<file path="src/rtl/flow_table_defs.svh">
`ifndef FLOW_TABLE_DEFS_SVH
`define FLOW_TABLE_DEFS_SVH

// Field widths.
`define FT_TUPLE_W 32
`define FT_QID_W 8
`define FT_TAG_W 16

// Table geometry.
`define FT_BANKS 4
`define FT_AWIDTH 4
`define FT_DEPTH 16

// Multiplicative hash; bank i is seeded with i * FT_SEED_STEP.
`define FT_HASH_MULT 32'd2654435761
`define FT_SEED_STEP 32'h7f4a7c15

`endif

</file>
<file path="src/rtl/flow_table_pkg.sv">
`default_nettype none

`include "flow_table_defs.svh"

package flow_table_pkg;

    // One table entry.
    typedef struct packed {
        logic                   valid;
        logic [`FT_TUPLE_W-1:0] tuple;
        logic [`FT_QID_W-1:0]   qid;
    } fce_t;

    // Packet metadata; qid is filled in by the lookup.
    typedef struct packed {
        logic [`FT_TUPLE_W-1:0] tuple;
        logic [`FT_TAG_W-1:0]   tag;
        logic [`FT_QID_W-1:0]   qid;
    } meta_t;

    typedef struct packed {
        logic [`FT_TUPLE_W-1:0] tuple;
        logic [`FT_QID_W-1:0]   qid;
    } ctrl_t;

    typedef logic [`FT_BANKS-1:0][`FT_AWIDTH-1:0] bank_idx_t;

    typedef enum logic [1:0] {
        P_IDLE,
        P_READ,
        P_WRITE,
        P_REJECT
    } place_state_t;

endpackage

`default_nettype wire

</file>
<file path="src/rtl/flow_bank.sv">
`timescale 1ns/1ps
`default_nettype none

module flow_bank
    import flow_table_pkg::*;
#(
    parameter int AWIDTH = 4,
    parameter int DEPTH  = 16
) (
    input  wire              clk,
    input  wire [AWIDTH-1:0] addr_a,
    input  wire              rden_a,
    input  wire              en_a,
    output fce_t             q_a,
    input  wire [AWIDTH-1:0] addr_b,
    input  wire              rden_b,
    input  wire              wren_b,
    input  var fce_t         data_b,
    output fce_t             q_b
);

    fce_t              mem [DEPTH];
    logic [AWIDTH-1:0] addr_a_r;
    logic [AWIDTH-1:0] addr_b_r;
    logic              rden_a_r;
    logic              rden_b_r;

    // All entries start out invalid.
    initial begin
        for (int i = 0; i < DEPTH; i++) begin
            mem[i] = '0;
        end
    end

    // Lookup port, frozen together with the lookup pipeline.
    always_ff @(posedge clk) begin
        if (en_a) begin
            addr_a_r <= addr_a;
            rden_a_r <= rden_a;
            if (rden_a_r) begin
                q_a <= mem[addr_a_r];
            end
        end
    end

    always_ff @(posedge clk) begin
        addr_b_r <= addr_b;
        rden_b_r <= rden_b;
        if (rden_b_r) begin
            q_b <= mem[addr_b_r];
        end
    end

    always @(posedge clk) begin
        if (wren_b) begin
            mem[addr_b] <= data_b;
        end
    end

endmodule

`default_nettype wire

</file>
<file path="config.mk">
export PLATFORM = sky130hd
export DESIGN_NAME = flow_bank
export DESIGN_NICKNAME = d
export VERILOG_FILES = /design/src/rtl/flow_table_pkg.sv /design/src/rtl/flow_bank.sv
export VERILOG_INCLUDE_DIRS = /design/src /design/src/rtl
export SDC_FILE = /design/constraint.sdc
export NUM_CORES = 1
export LEC_CHECK = 0
export BUFFER_PORTS_ARGS = -buffer_cell sky130_fd_sc_hd__buf_4
export CAP_MARGIN = 30
export CORE_ASPECT_RATIO = 1.75
export CORE_MARGIN = 2
export CORE_UTILIZATION = 45
export DETAILED_ROUTE_END_ITERATION = 6
export PLACE_DENSITY = 0.6
export SETUP_SLACK_MARGIN = 0.4
export SYNTH_ARGS = -nofsm -noshare
export SYNTH_HDL_FRONTEND = slang
export SYNTH_SLANG_ARGS = --single-unit
</file>
<file path="constraint.sdc">
create_clock -name clk -period 5.75 [get_ports clk]
set_clock_uncertainty 0.05 [all_clocks]
set_input_delay 0.8625 -clock clk [delete_from_list [all_inputs] [get_ports clk]]
set_output_delay 0.8625 -clock clk [all_outputs]
set_load 0.005 [all_outputs]
</file>
==> flow_metrics.tcl <==
set metrics [dict create \
    critPathRequiredTime_ns 6.06 \
    final_cell_mix "edfxtp_1, mux4_2, buf_4" \
    finalPower_mw 12.10 \
    tightest_slew_ns 1.161 \
    drt_iter0_markers 1462 \
    synthCells 1464 \
    tritoncts "built" \
    r2r_cells 4 \
    vias 16350 \
    ctsHoldBuffers 0 \
    root_buffer "clkbuf_16" \
    rrSetupSlack_ns 2.87 \
    avgSynthCellArea_um2 21.90 \
    worstReg2RegEnd "q_a[27]" \
    fin_tns_setup_ns 0 \
    gp_congestion 0.7378 \
    setup_viol 0 \
    drc 0 \
    min_to "rden_b_r" \
    hold_start "rden_b" \
    whs_ns 0.3001 \
    syn_area_mm2 0.03205 \
    wirelength_mm 81.52 \
    slowest_stage "edfxtp_1" \
    dp.cells 2450 \
    area_growth_pct 14.43 \
    cts_resized 0 \
    post_drt_wl_per_cell_um 31.64 \
    diodes 0 \
    critPathCaptureType "register" \
    finish.net_count 1660 \
    num_rows 129 \
    hpwlAfterDp_mm 46.65 \
    ys_top_cells_by_area "edfxtp_1, mux4_2, a22oi_1" \
    critPathArrivalTime_ns 3.20 \
    yosysUniqueCellTypes 18 \
    crit_path_cell_trace "buf_4 > mux4_2 > a22oi_1 > nand2_1" \
    critPathKind "register to register" \
    clk_latency_ns 0.62 \
    yosys.area.top_type_share 0.6960 \
    max_freq_mhz 346.7 \
    yosysWarningCount 0 \
    peakVddDrop_uv 211.9 \
    grt_max_degree 165 \
    power_per_cell_area_mw_per_mm2 330.0 \
    cts_made_buffers 70 \
    slew_violations 0 \
    fin_area_mm2 0.03668 \
    clk_path_buf_depth 3 \
    hold_viol 0 \
    detail-route-antenna-nets 0 \
    synth-seq-cells 748 \
    synth_top_area_cell "edfxtp_1" \
    vias_per_cell 6.346 \
    start_util 0.4545 \
    yosysSeqAreaShare 0.6992 \
    critPathBufInv 1 \
    async_reset_ff_frac 0 \
    dpl_cell_area_mm2 0.03431 \
    max_cap_viol_count 0 \
    die_area_mm2 0.07347 \
    ys.flop_type "edfxtp_1" \
    cp_max_fo 27 \
    grt_pass1_vias 17840 \
    grt_pass1_wl_mm 119.7 \
    reg2reg_from "addr_a_r[0]" \
    die_y_um 357.1 \
    grt_setup_unrepaired "no" \
    cts.htree.levels 3 \
    final_layout_size_suffix_gt1_frac 0.3843 \
    fin_crit_ns 2.885 \
    ios 136 \
    critPathTopFamily "flip-flops" \
    layout_commonest_cell "edfxtp_1" \
    startpoint "addr_a_r[0]" \
    post-cts-setup-buffers 0 \
    p_leak_nw 11.72 \
    dr.pass1.iters 7 \
    antenna_found_initial 2 \
    synth_edf_count 743 \
    outcome "finished clean" \
    worst-path-stages 4 \
    final_cells 2577 \
    startpoint_type "register" \
    cts_sinks 748 \
    whs_path_depth 1 \
    grt.total_usage 0.2283 \
    final.period_utilization 0.5017 \
    grt_remaining_overflow 0 \
    slew_headroom 0.2261 \
    path_clk_slew_ns 0.07 \
    syn_nets 1518 \
    io_buffers 135 \
    hp-class "primary input to register" \
    dieWidth_um 205.8 \
    max_stage_delay_ns 0.91 \
    core_mm2 0.07053 \
]
[power by group]
group / total, mW / switching (mW) / internal (mW)
combinational: 1.02 / 0.552 / 0.469
sequential: 6.25 / 0.0857 / 6.17
clock: 4.83 / 2.02 / 2.81
[per-stage QoR]
stage / worst slack (ns) / util
2_1_floorplan: 1.025 / -
3_3_place_gp: 2.457 / 0.4846
3_5_place_dp: 2.475 / 0.4864
4_1_cts: 2.792 / 0.5196
5_1_grt: 2.621 / 0.5200
6_report: 2.865 / 0.5200
[flip-flops by register name (all words and copies together), names as in the netlist]
name      cells
addr_a_r      4
q_a          41
q_b          41
addr_b_r      4
rden_b_r      1
rden_a_r      1
mem         656
[cells in the mapped netlist, drive strengths merged (3+ instances only)]
cell type	count
a22oi	164
and2	3
buf	65
clkbuf	45
dfxtp	5
edfxtp	743
mux4	328
nand2	83
nor2	14
nor2b	4
nor3	4
[per-layer routing]
metal	routed length (um)	part of all wire	vias to the layer above	track usage
met5	21	0.00026	-	0
met4	2146	0.026	4	0.07252
met3	4344	0.053	118	0.03280
met2	43660	0.54	571	0.4001
met1	31350	0.38	8945	0.2940
li1	-	-	6715	-
[worst register-to-register path: cells and delay by family (launching register included)]
family | cells | cell delay [ns]
buffers and inverters | 1 | 0.62
multiplexers | 1 | 0.60
AO/OA/AOI/OAI | 1 | 0.31
flip-flops | 1 | 0.91
AND/OR/NAND/NOR | 1 | 0.14
[logic make-up (layout without fill, tap and decap cells)]
| logic type | Yosys count | after routing | share of synthesized area |
|---|---|---|---|
| AO/OA/AOI/OAI | 164 | 164 | 0.03841 |
| buffers and inverters | 110 | 306 | 0.01733 |
| flip-flops | 748 | 748 | 0.6992 |
| multiplexers | 328 | 328 | 0.2305 |
| AND/OR/NAND/NOR | 114 | 114 | 0.01464 |
[cell type report]
type | count | area [um2]
Fill cell | 5487 | 33860
Sequential cell | 748 | 22420
Multi-Input combinational cell | 606 | 9246
Clock buffer | 90 | 1868
Timing Repair Buffer | 180 | 1519
Tap cell | 917 | 1147
Clock inverter | 36 | 478.0
[worst max path at each step]
stage                       endpoint
after floorplan            mem[0][0]
after global placement    mem[3][13]
after detailed placement  mem[1][14]
after CTS                    q_b[26]
after global routing         q_b[26]
final                        q_a[27]
(Power assumes the default switching activity.)
