$ cat config.mk
export PLATFORM = sky130hd
export DESIGN_NAME = flow_lookup
export DESIGN_NICKNAME = d
export VERILOG_FILES = /design/src/rtl/flow_table_pkg.sv /design/src/rtl/flow_hash.sv /design/src/rtl/flow_lookup.sv
export VERILOG_INCLUDE_DIRS = /design/src /design/src/rtl
export SDC_FILE = /design/constraint.sdc
export NUM_CORES = 2
export LEC_CHECK = 0
export BUFFER_PORTS_ARGS = -buffer_cell sky130_fd_sc_hd__buf_2
export CAP_MARGIN = 20
export CORE_MARGIN = 10
export CORE_UTILIZATION = 65
export DETAILED_ROUTE_END_ITERATION = 10
export PLACE_DENSITY = 0.85
export REMOVE_ABC_BUFFERS = 1
export SETUP_SLACK_MARGIN = 0.15
export SLEW_MARGIN = 10
export SYNTH_ARGS = -nofsm -noshare
export SYNTH_HDL_FRONTEND = slang
export SYNTH_SLANG_ARGS = --single-unit
$ cat constraint.sdc
create_clock -name clk -period 25.1 [get_ports clk]
set_clock_uncertainty 0.2 [all_clocks]
set_input_delay 5.02 -clock clk [delete_from_list [all_inputs] [get_ports clk]]
set_output_delay 5.02 -clock clk [all_outputs]
set_load 0.01 [all_outputs]
$ cat src/rtl/flow_table_defs.svh
`ifndef FLOW_TABLE_DEFS_SVH
`define FLOW_TABLE_DEFS_SVH

// Field widths.
`define FT_TUPLE_W 32
`define FT_QID_W 8
`define FT_TAG_W 16

// Table geometry.
`define FT_BANKS 4
`define FT_AWIDTH 4
`define FT_DEPTH 16

// Multiplicative hash; bank i is seeded with i * FT_SEED_STEP.
`define FT_HASH_MULT 32'd2654435761
`define FT_SEED_STEP 32'h7f4a7c15

`endif

$ cat src/rtl/flow_table_pkg.sv
`default_nettype none

`include "flow_table_defs.svh"

package flow_table_pkg;

    // One table entry.
    typedef struct packed {
        logic                   valid;
        logic [`FT_TUPLE_W-1:0] tuple;
        logic [`FT_QID_W-1:0]   qid;
    } fce_t;

    // Packet metadata; qid is filled in by the lookup.
    typedef struct packed {
        logic [`FT_TUPLE_W-1:0] tuple;
        logic [`FT_TAG_W-1:0]   tag;
        logic [`FT_QID_W-1:0]   qid;
    } meta_t;

    typedef struct packed {
        logic [`FT_TUPLE_W-1:0] tuple;
        logic [`FT_QID_W-1:0]   qid;
    } ctrl_t;

    typedef logic [`FT_BANKS-1:0][`FT_AWIDTH-1:0] bank_idx_t;

    typedef enum logic [1:0] {
        P_IDLE,
        P_READ,
        P_WRITE,
        P_REJECT
    } place_state_t;

endpackage

`default_nettype wire

$ cat src/rtl/flow_hash.sv
`timescale 1ns/1ps
`default_nettype none

`include "flow_table_defs.svh"

module flow_hash
    import flow_table_pkg::*;
(
    input  wire                   clk,
    input  wire                   rst,
    input  wire                   stall,
    input  wire [`FT_TUPLE_W-1:0] tuple,
    input  wire                   tuple_valid,
    output bank_idx_t             idx,
    output logic                  idx_valid
);

    bank_idx_t idx_next;

    // Seeded multiply; index is the top bits of the 32-bit product.
    function automatic logic [`FT_AWIDTH-1:0] bank_hash(input logic [31:0] t,
                                                        input int unsigned bank);
        logic [31:0] seed;
        logic [31:0] mixed;
        seed  = 32'(bank) * `FT_SEED_STEP;
        mixed = (t ^ seed) * `FT_HASH_MULT;
        return mixed[31 -: `FT_AWIDTH];
    endfunction

    always_comb begin
        for (int i = 0; i < `FT_BANKS; i++) begin
            idx_next[i] = bank_hash(32'(tuple), i);
        end
    end

    always_ff @(posedge clk) begin
        if (rst) begin
            idx_valid <= 1'b0;
        end else if (!stall) begin
            idx_valid <= tuple_valid;
        end
    end

    always_ff @(posedge clk) begin
        if (!stall) begin
            idx <= idx_next;
        end
    end

endmodule

`default_nettype wire

$ cat src/rtl/flow_lookup.sv
`timescale 1ns/1ps
`default_nettype none

`include "flow_table_defs.svh"

module flow_lookup
    import flow_table_pkg::*;
(
    input  wire       clk,
    input  wire       rst,
    input  var meta_t meta_in,
    input  wire       meta_in_valid,
    output logic      meta_in_ready,
    output meta_t     meta_out,
    output logic      meta_out_valid,
    input  wire       meta_out_ready,
    output bank_idx_t bank_addr,
    output logic      bank_rden,
    output logic      bank_en,
    input  var fce_t  bank_q [`FT_BANKS]
);

    logic                 stall;
    logic                 accept;
    meta_t                meta_s0;
    meta_t                meta_s1;
    meta_t                meta_s2;
    logic                 valid_s1;
    logic                 valid_s2;
    logic [`FT_BANKS-1:0] hit;
    logic [`FT_QID_W-1:0] qid_sel;

    // Whole pipeline moves only when the sink can take a result.
    assign stall         = !meta_out_ready;
    assign meta_in_ready = meta_out_ready;
    assign accept        = meta_in_valid && meta_in_ready;
    assign bank_en       = !stall;

    flow_hash u_hash (
        .clk         (clk),
        .rst         (rst),
        .stall       (stall),
        .tuple       (meta_in.tuple),
        .tuple_valid (accept),
        .idx         (bank_addr),
        .idx_valid   (bank_rden)
    );

    // Metadata rides alongside the hash and the two bank stages.
    always_ff @(posedge clk) begin
        if (!stall) begin
            meta_s0 <= meta_in;
            meta_s1 <= meta_s0;
            meta_s2 <= meta_s1;
        end
    end

    always_ff @(posedge clk) begin
        if (rst) begin
            valid_s1       <= 1'b0;
            valid_s2       <= 1'b0;
            meta_out_valid <= 1'b0;
        end else if (!stall) begin
            valid_s1       <= bank_rden;
            valid_s2       <= valid_s1;
            meta_out_valid <= valid_s2;
        end
    end

    // Lowest hitting bank wins; a miss gets the drop id.
    always_comb begin
        qid_sel = '1;
        for (int i = `FT_BANKS - 1; i >= 0; i--) begin
            hit[i] = bank_q[i].valid && (bank_q[i].tuple == meta_s2.tuple);
            if (hit[i]) begin
                qid_sel = bank_q[i].qid;
            end
        end
    end

    always_ff @(posedge clk) begin
        if (!stall && valid_s2) begin
            meta_out <= '{tuple: meta_s2.tuple, tag: meta_s2.tag, qid: qid_sel};
        end
    end

endmodule

`default_nettype wire

==> out/results.ini <==
[outcome]
status=complete, no violations

[floorplanning]
initial_core_util_pct=66.1
dieArea_um2=69100
rows=88
fp.dieW_um=263
die-height_um=263
core_area_um2=58000
pin_count=300

[global_routing]
grt_max_degree=98
grt_pass1_wl_mm=177
antenna_found_initial=2
grt_pass1_vias=27600
grt-ovfl-total=0
track_usage_pct=35.4

[timing]
finalHoldViolCount=0
setup_viol=0
clock.fmax_mhz=75.6
fin_crit_sh_pct=52.7
setup_tns_ns=0
rsz0062_at_grt=false
relSlewSlack_pct=21.1
maxSlewViolCount=0
worst_pin_slew_ns=1.17
period_minus_slack_ns=13.22

[synthesis]
ys_seq_elements=220
yosys_warnings=0
synth_ff_type=edfxtp_1
synth_top_area_share_pct=40.7
async_reset_ff_share_pct=0
synth.avg_cell_area_um2=11.4
ys_seq_area_share_pct=17.1
synth_top_area_cell=fa_1
synth_cells=3351
syn_area_um2=38300
synth.area.top_cells=fa_1 (41%), ha_1 (20%), edfxtp_1 (17%)
synth-edff-count=216
netlist-cell-type-count=50

[final_layout]
layout.cells.non_filler=4464
syn_to_final_growth_pct=8.58
drive_gt1_share_pct=10.3
layout.nets=5304
layout_common_cells=inv_1 (1192), fa_1 (779), ha_1 (620), buf_2 (290), edfxtp_1 (216)
final_cell_area_um2=41600
final_common_cell=inv_1

[clock_tree]
cts_repair_resize_count=0
cts_root_buffer=clkbuf_16
cts-htree-levels=1
cts_tree=built
clkSinkCount=220
cts.clk_slew.worst_paths_ns=0.07
cts.path.max_buffers=3
hold_buffers=0
cts_setup_buffers=0
insertion_delay_ns=0.55
cts_buffers=24

[route]
met2_length_mm=56.0
drt-met1-wl_mm=42.5
drtAntennaViolNets=0
wl_per_cell_um=26.7
drt-initial-drc-count=2161
wl_mm=119
dr_wl_met3_mm=12.0
dr_total_vias=24600
dr.max_layer_used=met5
dr.pass1.iters=5
drt-vias-per-instance=5.52
drc=0

[worst_setup_path]
slowest_delay_ns=0.75
required_ns=25.20
crit_family=adder cells
cp.depth=27
crit_arrival_ns=13.32
critical_path.max_fanout=15
r2r_cells=8
crit_path_end_kind=register
cp-start-kind=primary input
critPathSlowestCell=fa_1
crit_buf_inv=10
path_class=primary input to register

[hold_path]
holdCritPathClass=register to register
hold_path_depth=0

[place]
portBuffers=291
gp_congestion=1.09
dp.cells=4420
dpl_cell_area_um2=40900
hpwl_mm=102

[job]
drv_cap=0

-- cell usage after synthesis, drive strengths merged, types with 2 or more instances --
library cell / number
and3: 7
a31o: 3
nand4: 33
xnor2: 201
o2111ai: 2
inv: 1192
a21oi: 43
nor2b: 4
fa: 779
nor2: 32
buf: 11
ha: 620
nor3: 4
nor4: 13
o22ai: 9
a21o: 34
edfxtp: 216
a221oi: 5
a21boi: 2
nand3: 7
o211ai: 4
a211oi: 5
xor2: 42
or3: 2
dfxtp: 4
o21a: 4
nand2b: 3
or4: 3
or2: 3
o21bai: 2
nand2: 17
clkbuf: 11
o21ai: 20
mux2i: 3
-- through the flow --
stage	utilization (%)	hold slack (ns)	setup slack (ns)
after floorplan	-	0.200	13.31
after global placement	70.5	0.200	11.53
after detailed placement	70.5	0.205	11.49
after CTS	71.7	0.189	12.04
after global routing	71.7	0.197	11.55
final	71.8	0.196	11.88
-- registers in the layout, summed over array words and instances, names as in the netlist --
register,cells
meta_out_valid,1
meta_out,56
u_hash.idx,16
meta_s2,48
valid_s1,1
meta_s0,48
meta_s1,48
valid_s2,1
u_hash.idx_valid,1
-- per-layer routing --
layer | track usage, % | vias to the layer above
li1 | - | 10600
met1 | 42.2 | 12400
met2 | 57.6 | 1352
met3 | 8.59 | 324
met4 | 21.1 | 2
met5 | 0 | -
-- area by class of cell --
type | instances | area [um^2]
diodes | 1 | 2.50
clock buffers | 26 | 608
clock inverters | 17 | 140
fillers | 4150 | 16400
inverters | 1192 | 4470
multi-input cells | 1917 | 27200
flip-flops and latches | 220 | 6570
well taps | 765 | 957
repair buffers | 326 | 1730
-- path summary, 6_finish.rpt --
kind / slack, ns / start / to
setup / recovery: 11.88 / meta_in[30] / u_hash.idx[2]
hold reg to reg: 0.20 / meta_s0[47] / meta_s1[47]
setup reg to reg: 21.09 / meta_s2[46] / meta_out[4]
hold / removal: 0.20 / meta_s0[47] / meta_s1[47]
-- logic make-up after synthesis --
kind of cell               count (synthesis)  share of synthesized area, %
AOI/OAI and AO/OA                        141                          2.46
buffers and inverters                   1214                          12.0
adders and majority gates               1399                          60.9
xor gates and xnor gates                 243                          5.59
and+or+nand+nor                          131                          1.80
muxes                                      3                        0.0783
DFF                                      220                          17.1
Power is not shown: default switching activity piles up to over one toggle a cycle in this logic, so the estimate is an artifact.
