## src/rtl/flow_table_defs.svh

```systemverilog
`ifndef FLOW_TABLE_DEFS_SVH
`define FLOW_TABLE_DEFS_SVH

// Field widths.
`define FT_TUPLE_W 32
`define FT_QID_W 8
`define FT_TAG_W 16

// Table geometry.
`define FT_BANKS 4
`define FT_AWIDTH 4
`define FT_DEPTH 16

// Multiplicative hash; bank i is seeded with i * FT_SEED_STEP.
`define FT_HASH_MULT 32'd2654435761
`define FT_SEED_STEP 32'h7f4a7c15

`endif

```

## src/rtl/flow_table_pkg.sv

```systemverilog
`default_nettype none

`include "flow_table_defs.svh"

package flow_table_pkg;

    // One table entry.
    typedef struct packed {
        logic                   valid;
        logic [`FT_TUPLE_W-1:0] tuple;
        logic [`FT_QID_W-1:0]   qid;
    } fce_t;

    // Packet metadata; qid is filled in by the lookup.
    typedef struct packed {
        logic [`FT_TUPLE_W-1:0] tuple;
        logic [`FT_TAG_W-1:0]   tag;
        logic [`FT_QID_W-1:0]   qid;
    } meta_t;

    typedef struct packed {
        logic [`FT_TUPLE_W-1:0] tuple;
        logic [`FT_QID_W-1:0]   qid;
    } ctrl_t;

    typedef logic [`FT_BANKS-1:0][`FT_AWIDTH-1:0] bank_idx_t;

    typedef enum logic [1:0] {
        P_IDLE,
        P_READ,
        P_WRITE,
        P_REJECT
    } place_state_t;

endpackage

`default_nettype wire

```

## src/rtl/flow_hash.sv

```systemverilog
`timescale 1ns/1ps
`default_nettype none

`include "flow_table_defs.svh"

module flow_hash
    import flow_table_pkg::*;
(
    input  wire                   clk,
    input  wire                   rst,
    input  wire                   stall,
    input  wire [`FT_TUPLE_W-1:0] tuple,
    input  wire                   tuple_valid,
    output bank_idx_t             idx,
    output logic                  idx_valid
);

    bank_idx_t idx_next;

    // Seeded multiply; index is the top bits of the 32-bit product.
    function automatic logic [`FT_AWIDTH-1:0] bank_hash(input logic [31:0] t,
                                                        input int unsigned bank);
        logic [31:0] seed;
        logic [31:0] mixed;
        seed  = 32'(bank) * `FT_SEED_STEP;
        mixed = (t ^ seed) * `FT_HASH_MULT;
        return mixed[31 -: `FT_AWIDTH];
    endfunction

    always_comb begin
        for (int i = 0; i < `FT_BANKS; i++) begin
            idx_next[i] = bank_hash(32'(tuple), i);
        end
    end

    always_ff @(posedge clk) begin
        if (rst) begin
            idx_valid <= 1'b0;
        end else if (!stall) begin
            idx_valid <= tuple_valid;
        end
    end

    always_ff @(posedge clk) begin
        if (!stall) begin
            idx <= idx_next;
        end
    end

endmodule

`default_nettype wire

```

## src/rtl/flow_place_fsm.sv

```systemverilog
`timescale 1ns/1ps
`default_nettype none

`include "flow_table_defs.svh"

module flow_place_fsm
    import flow_table_pkg::*;
(
    input  wire                  clk,
    input  wire                  rst,
    input  var ctrl_t            ctrl_in,
    input  wire                  ctrl_in_valid,
    output logic                 ctrl_in_ready,
    output logic                 ctrl_done,
    output logic                 ctrl_rejected,
    output logic [15:0]          reject_cnt,
    output bank_idx_t            bank_addr,
    output logic                 bank_rden,
    output logic [`FT_BANKS-1:0] bank_wren,
    output fce_t                 bank_wdata,
    input  var fce_t             bank_q [`FT_BANKS]
);

    place_state_t         state;
    logic                 busy;
    logic                 accept;
    logic                 idx_valid;
    logic [1:0]           rd_pipe;
    logic                 decide;
    logic [`FT_BANKS-1:0] hit;
    logic [`FT_BANKS-1:0] empty;
    logic [`FT_BANKS-1:0] wr_sel;

    function automatic logic [`FT_BANKS-1:0] lowest_one(input logic [`FT_BANKS-1:0] v);
        return v & (~v + 1'b1);
    endfunction

    assign ctrl_in_ready = !busy;
    assign accept        = ctrl_in_valid && ctrl_in_ready;

    // Hash output stays put while a request is being served.
    flow_hash u_hash (
        .clk         (clk),
        .rst         (rst),
        .stall       (busy),
        .tuple       (ctrl_in.tuple),
        .tuple_valid (accept),
        .idx         (bank_addr),
        .idx_valid   (idx_valid)
    );

    // Reads only on a fresh hash, never in the done cycle.
    assign bank_rden = (state == P_IDLE) && busy && idx_valid && !ctrl_done;
    assign decide    = (state == P_READ) && rd_pipe[1];

    always_comb begin
        for (int i = 0; i < `FT_BANKS; i++) begin
            hit[i]   = bank_q[i].valid && (bank_q[i].tuple == bank_wdata.tuple);
            empty[i] = !bank_q[i].valid;
        end
    end

    // New entry, also the compare key for the read-back.
    always_ff @(posedge clk) begin
        if (accept) begin
            bank_wdata <= '{valid: 1'b1, tuple: ctrl_in.tuple, qid: ctrl_in.qid};
        end
    end

    // Update beats insert.
    always_ff @(posedge clk) begin
        if (decide) begin
            wr_sel <= (|hit) ? lowest_one(hit) : lowest_one(empty);
        end
    end

    always_ff @(posedge clk) begin
        if (rst) begin
            state         <= P_IDLE;
            busy          <= 1'b0;
            rd_pipe       <= '0;
            bank_wren     <= '0;
            ctrl_done     <= 1'b0;
            ctrl_rejected <= 1'b0;
            reject_cnt    <= '0;
        end else begin
            rd_pipe   <= {rd_pipe[0], bank_rden};
            bank_wren <= '0;
            ctrl_done <= 1'b0;

            if (accept) begin
                busy <= 1'b1;
            end else if (ctrl_done) begin
                busy <= 1'b0;
            end

            case (state)
                P_IDLE: begin
                    if (bank_rden) begin
                        state <= P_READ;
                    end
                end
                P_READ: begin
                    // Bank data is back two cycles after the read.
                    if (decide) begin
                        if (|hit || |empty) begin
                            state <= P_WRITE;
                        end else begin
                            state <= P_REJECT;
                        end
                    end
                end
                P_WRITE: begin
                    bank_wren     <= wr_sel;
                    ctrl_done     <= 1'b1;
                    ctrl_rejected <= 1'b0;
                    state         <= P_IDLE;
                end
                P_REJECT: begin
                    ctrl_done     <= 1'b1;
                    ctrl_rejected <= 1'b1;
                    reject_cnt    <= reject_cnt + 1'b1;
                    state         <= P_IDLE;
                end
                default: begin
                    state <= P_IDLE;
                end
            endcase
        end
    end

endmodule

`default_nettype wire

```

## config.mk

```make
export PLATFORM = sky130hd
export DESIGN_NAME = flow_place_fsm
export DESIGN_NICKNAME = d
export VERILOG_FILES = /design/src/rtl/flow_table_pkg.sv /design/src/rtl/flow_hash.sv /design/src/rtl/flow_place_fsm.sv
export VERILOG_INCLUDE_DIRS = /design/src /design/src/rtl
export SDC_FILE = /design/constraint.sdc
export NUM_CORES = 2
export LEC_CHECK = 0
export ABC_AREA = 1
export BUFFER_PORTS_ARGS = -buffer_cell sky130_fd_sc_hd__buf_2
export CORE_MARGIN = 2
export CORE_UTILIZATION = 28
export CTS_BUF_LIST = sky130_fd_sc_hd__clkbuf_8
export CTS_CLUSTER_SIZE = 10
export DETAILED_ROUTE_END_ITERATION = 8
export MAX_ROUTING_LAYER = met4
export PLACE_DENSITY = 0.54
export SKIP_LAST_GASP = 1
export SYNTH_ARGS = -nofsm -noshare
export SYNTH_HDL_FRONTEND = slang
export SYNTH_SLANG_ARGS = --single-unit
```

## constraint.sdc

```tcl
create_clock -name clk -period 6.4 [get_ports clk]
set_clock_uncertainty 0.15 [all_clocks]
set_input_delay 0.64 -clock clk [delete_from_list [all_inputs] [get_ports clk]]
set_output_delay 0.64 -clock clk [all_outputs]
set_load 0.1 [all_outputs]
```

==> summary.md <==
| Metric | Value |
|---|---|
| Status | finished with violations |
| Violated checks | negative setup slack |
| # clock sinks | between 80 and 90 |
| Initial antenna violation count | 19 |
| CTS tree | yes |
| P&R area growth vs syn | 25.3% |
| Commonest cells after routing, fill and taps aside | inv_1 (1369), fa_1 (694), nand2_1 (681) |
| Primary FF master, synth | edfxtp_1 |
| Met1 Resource Use GR | 0.319 |
| Reg clk slew, reported paths | 0.16 ns |
| Gr usage total | 0.252 |
| Post-DP HPWL | 154 mm |
| Setup TNS | -1.89 ns |
| Clock latency on the worst-skew pair | 0.54 ns |
| Area of the mapped netlist | 38300 µm² |
| Hold Buf Count CTS | 0 |
| Largest stage delay, worst path | about 0.6 ns |
| CTS H-tree lvls | 3 |
| Synthesized instance count | roughly 4500 |
| RSZ-0062 raised after global routing | true |
| DR DRC count | 0 |
| Die height | 374 µm |
| Synth Warn # | 0 |
| Setup-violating endpoint count in the final report | 15 |
| DR iter-0 viols | between 2000 and 2500 |
| Ports | 288 |
| # Max-Cap Violations | 0 |
| Syn nets | roughly 6100 |
| Vias in the first global route | 34163 |
| Worst Setup End Kind | register |
| Fraction of registers with async set/reset | 0 |
| Overflow after GRT | 0 |
| EDFF count, synth | 60 |
| Hold Path Class | in -> reg |
| Crit Path Max Fanout | 6 |
| Die X | 374 µm |
| Num CTS Buffers | 9 |
| DRT antenna net count | 0 |
| FMAX | about 150 MHz |
| Layout cells sized above 1 | 0.224 |
| Syn_area_per_cell | 8.59 µm² |
| Critical path type | in -> reg |
| Num rows | 135 |
| Worst EP arrival | 6.84 ns |
| Yosys cell types | 46 |
| Global-route wire length before repair | between 200 and 250 mm |
| Register area share after synthesis | 0.0617 |
| TritonRoute pass-1 iters | 5 |
| FF+latch count, synth | a little under 90 |
| IO Port Bufs | roughly 250 |
| Met3 Use GR | 0.0185 |
| Via count | 32204 |
| Hold Fails Final Rpt | 0 |
| Clk Tree Root Cell | clkbuf_8 |
| Max-Slew Margin vs Limit | 0.421 |
| Core area | 136000 µm² |
| Met2 Resource Use GR | 0.422 |
| Max Transition Viols Final | 0 |
| Clk buf depth | 2 |
| Setup ws final | -0.288 ns |
| Final worst path period share | 1.05 |
| Critical-path top delay cell | fa_2 |
| Nets | a little under 7000 |
| Worst Path Required | 6.55 ns |
| Drt wl/cell | 24.3 µm |
| Min cycle time layout | 6.69 ns |
| Initial Utilization | 0.282 |
| Busiest layer in global routing | met2 |
| WL final | about 170 mm |
| Layout fillers | 14150 |
| Die area | 140000 µm² |
| CP startpoint kind | primary input |
| Largest net degree at the start of global routing | 41 |
| Tightest Pin Transition | 0.866 ns |
| Final Wtd Congestion | 1.03 |
| Via-to-Cell Ratio | 4.56 |
| Most common cell after layout, fill and taps aside | inv_1 |
==> layout make-up <==
cell class	count	area [µm²]	area share
Antenna cell	9	22.5	0.000470
Clock buffer	9	124	0.00258
Clock inverter	7	78.8	0.00164
Inverter	1459	5520	0.115
Multi-Input combinational cell	2898	31700	0.661
Sequential cell	88	2360	0.0493
Tap cell	1781	2230	0.0465
Timing Repair Buffer	819	5940	0.124
==> sequential cells by signal, summed over array words and instances (netlist names), 2 cells and up <==
name and count:
bank_wdata 40, bank_wren 4, rd_pipe 2, reject_cnt 16, state 2, u_hash.idx 16
wr_sel 4
==> worst paths after layout <==
check / end / slack, ns / depth (start not counted) / startpoint
max: u_hash.idx[15] / -0.29 / 28 / ctrl_in[23]
min reg2reg: rd_pipe[1] / 0.27 / 2 / rd_pipe[0]
min: bank_wdata[7] / 0.18 / 1 / ctrl_in[7]
max reg2reg: wr_sel[2] / 3.50 / 8 / bank_wdata[12]
==> worst max-delay path, delay by kind of cell <==
kind                     cells  cell delay, ns
AO/OA/AOI/OAI                4            0.48
adder cells (fa/ha/maj)      9            4.26
buffers and inverters       11            1.13
AND/OR/NAND/NOR              4            0.31
==> synthesized netlist by cell type (all sizes together) (5+ instances only) <==
cell / number / area (µm²)
inv: 1459 / 5480
fa: 780 / 15600
nand2: 717 / 2700
ha: 623 / 7790
nor2: 195 / 752
nand3: 130 / 656
a21oi: 112 / 561
o21ai: 75 / 375
edfxtp: 60 / 1800
nand4: 55 / 344
xnor2: 41 / 359
xor2: 39 / 342
nor3: 34 / 181
dfxtp: 28 / 561
nand3b: 18 / 135
or2: 17 / 106
nor4: 11 / 68.8
nor3b: 8 / 60.1
o211ai: 8 / 60.1
o21a: 8 / 60.1
buf: 5 / 40.0
clkbuf: 5 / 23.8
==> cell families (layout without fill, tap and decap cells) <==
| logic type | Yosys count | in the layout | share of synthesized area |
|---|---|---|---|
| AO/OA/AOI/OAI | 223 | 223 | 0.0316 |
| XOR/XNOR | 80 | 80 | 0.0183 |
| adder cells (fa/ha/maj) | 1403 | 1403 | 0.612 |
| buffers and inverters | 1469 | 2294 | 0.145 |
| flip-flops | 88 | 88 | 0.0617 |
| other | 1 | 10 | 0.0000980 |
| AND/OR/NAND/NOR | 1191 | 1191 | 0.132 |
==> repair_timing <==
item                       in CTS  in global routing
setup buffers                  33                 30
gates resized for setup       158                198
pin swaps                      84                168
setup endpoints to repair      16                 16
==> per-stage QoR <==
stage	area [µm²]	setup slack, ns	util	instances	hold slack (ns)
3_3_place_gp	46000	-1.16	0.339	6986	0.247
5_1_grt	47900	-0.468	0.353	7067	0.145
4_1_cts	47100	-0.196	0.347	7035	0.129
3_5_place_dp	46000	-1.16	0.339	6986	0.258
6_report	47900	-0.288	0.353	7070	0.178
2_1_floorplan	38600	-0.331	-	4455	0.238
==> per-layer routing <==
metal  part of all wire  wire length (µm)  up-vias
met5                  0                 0        -
met4              0.045              7740        0
met3              0.044              7530      261
met2               0.49             83300      923
met1               0.43             72900    16279
li1                   -                 -    14741
Power is left out: the tool's default activity adds up to more than one toggle a clock period on the data nets, which glitch-free logic cannot reach.
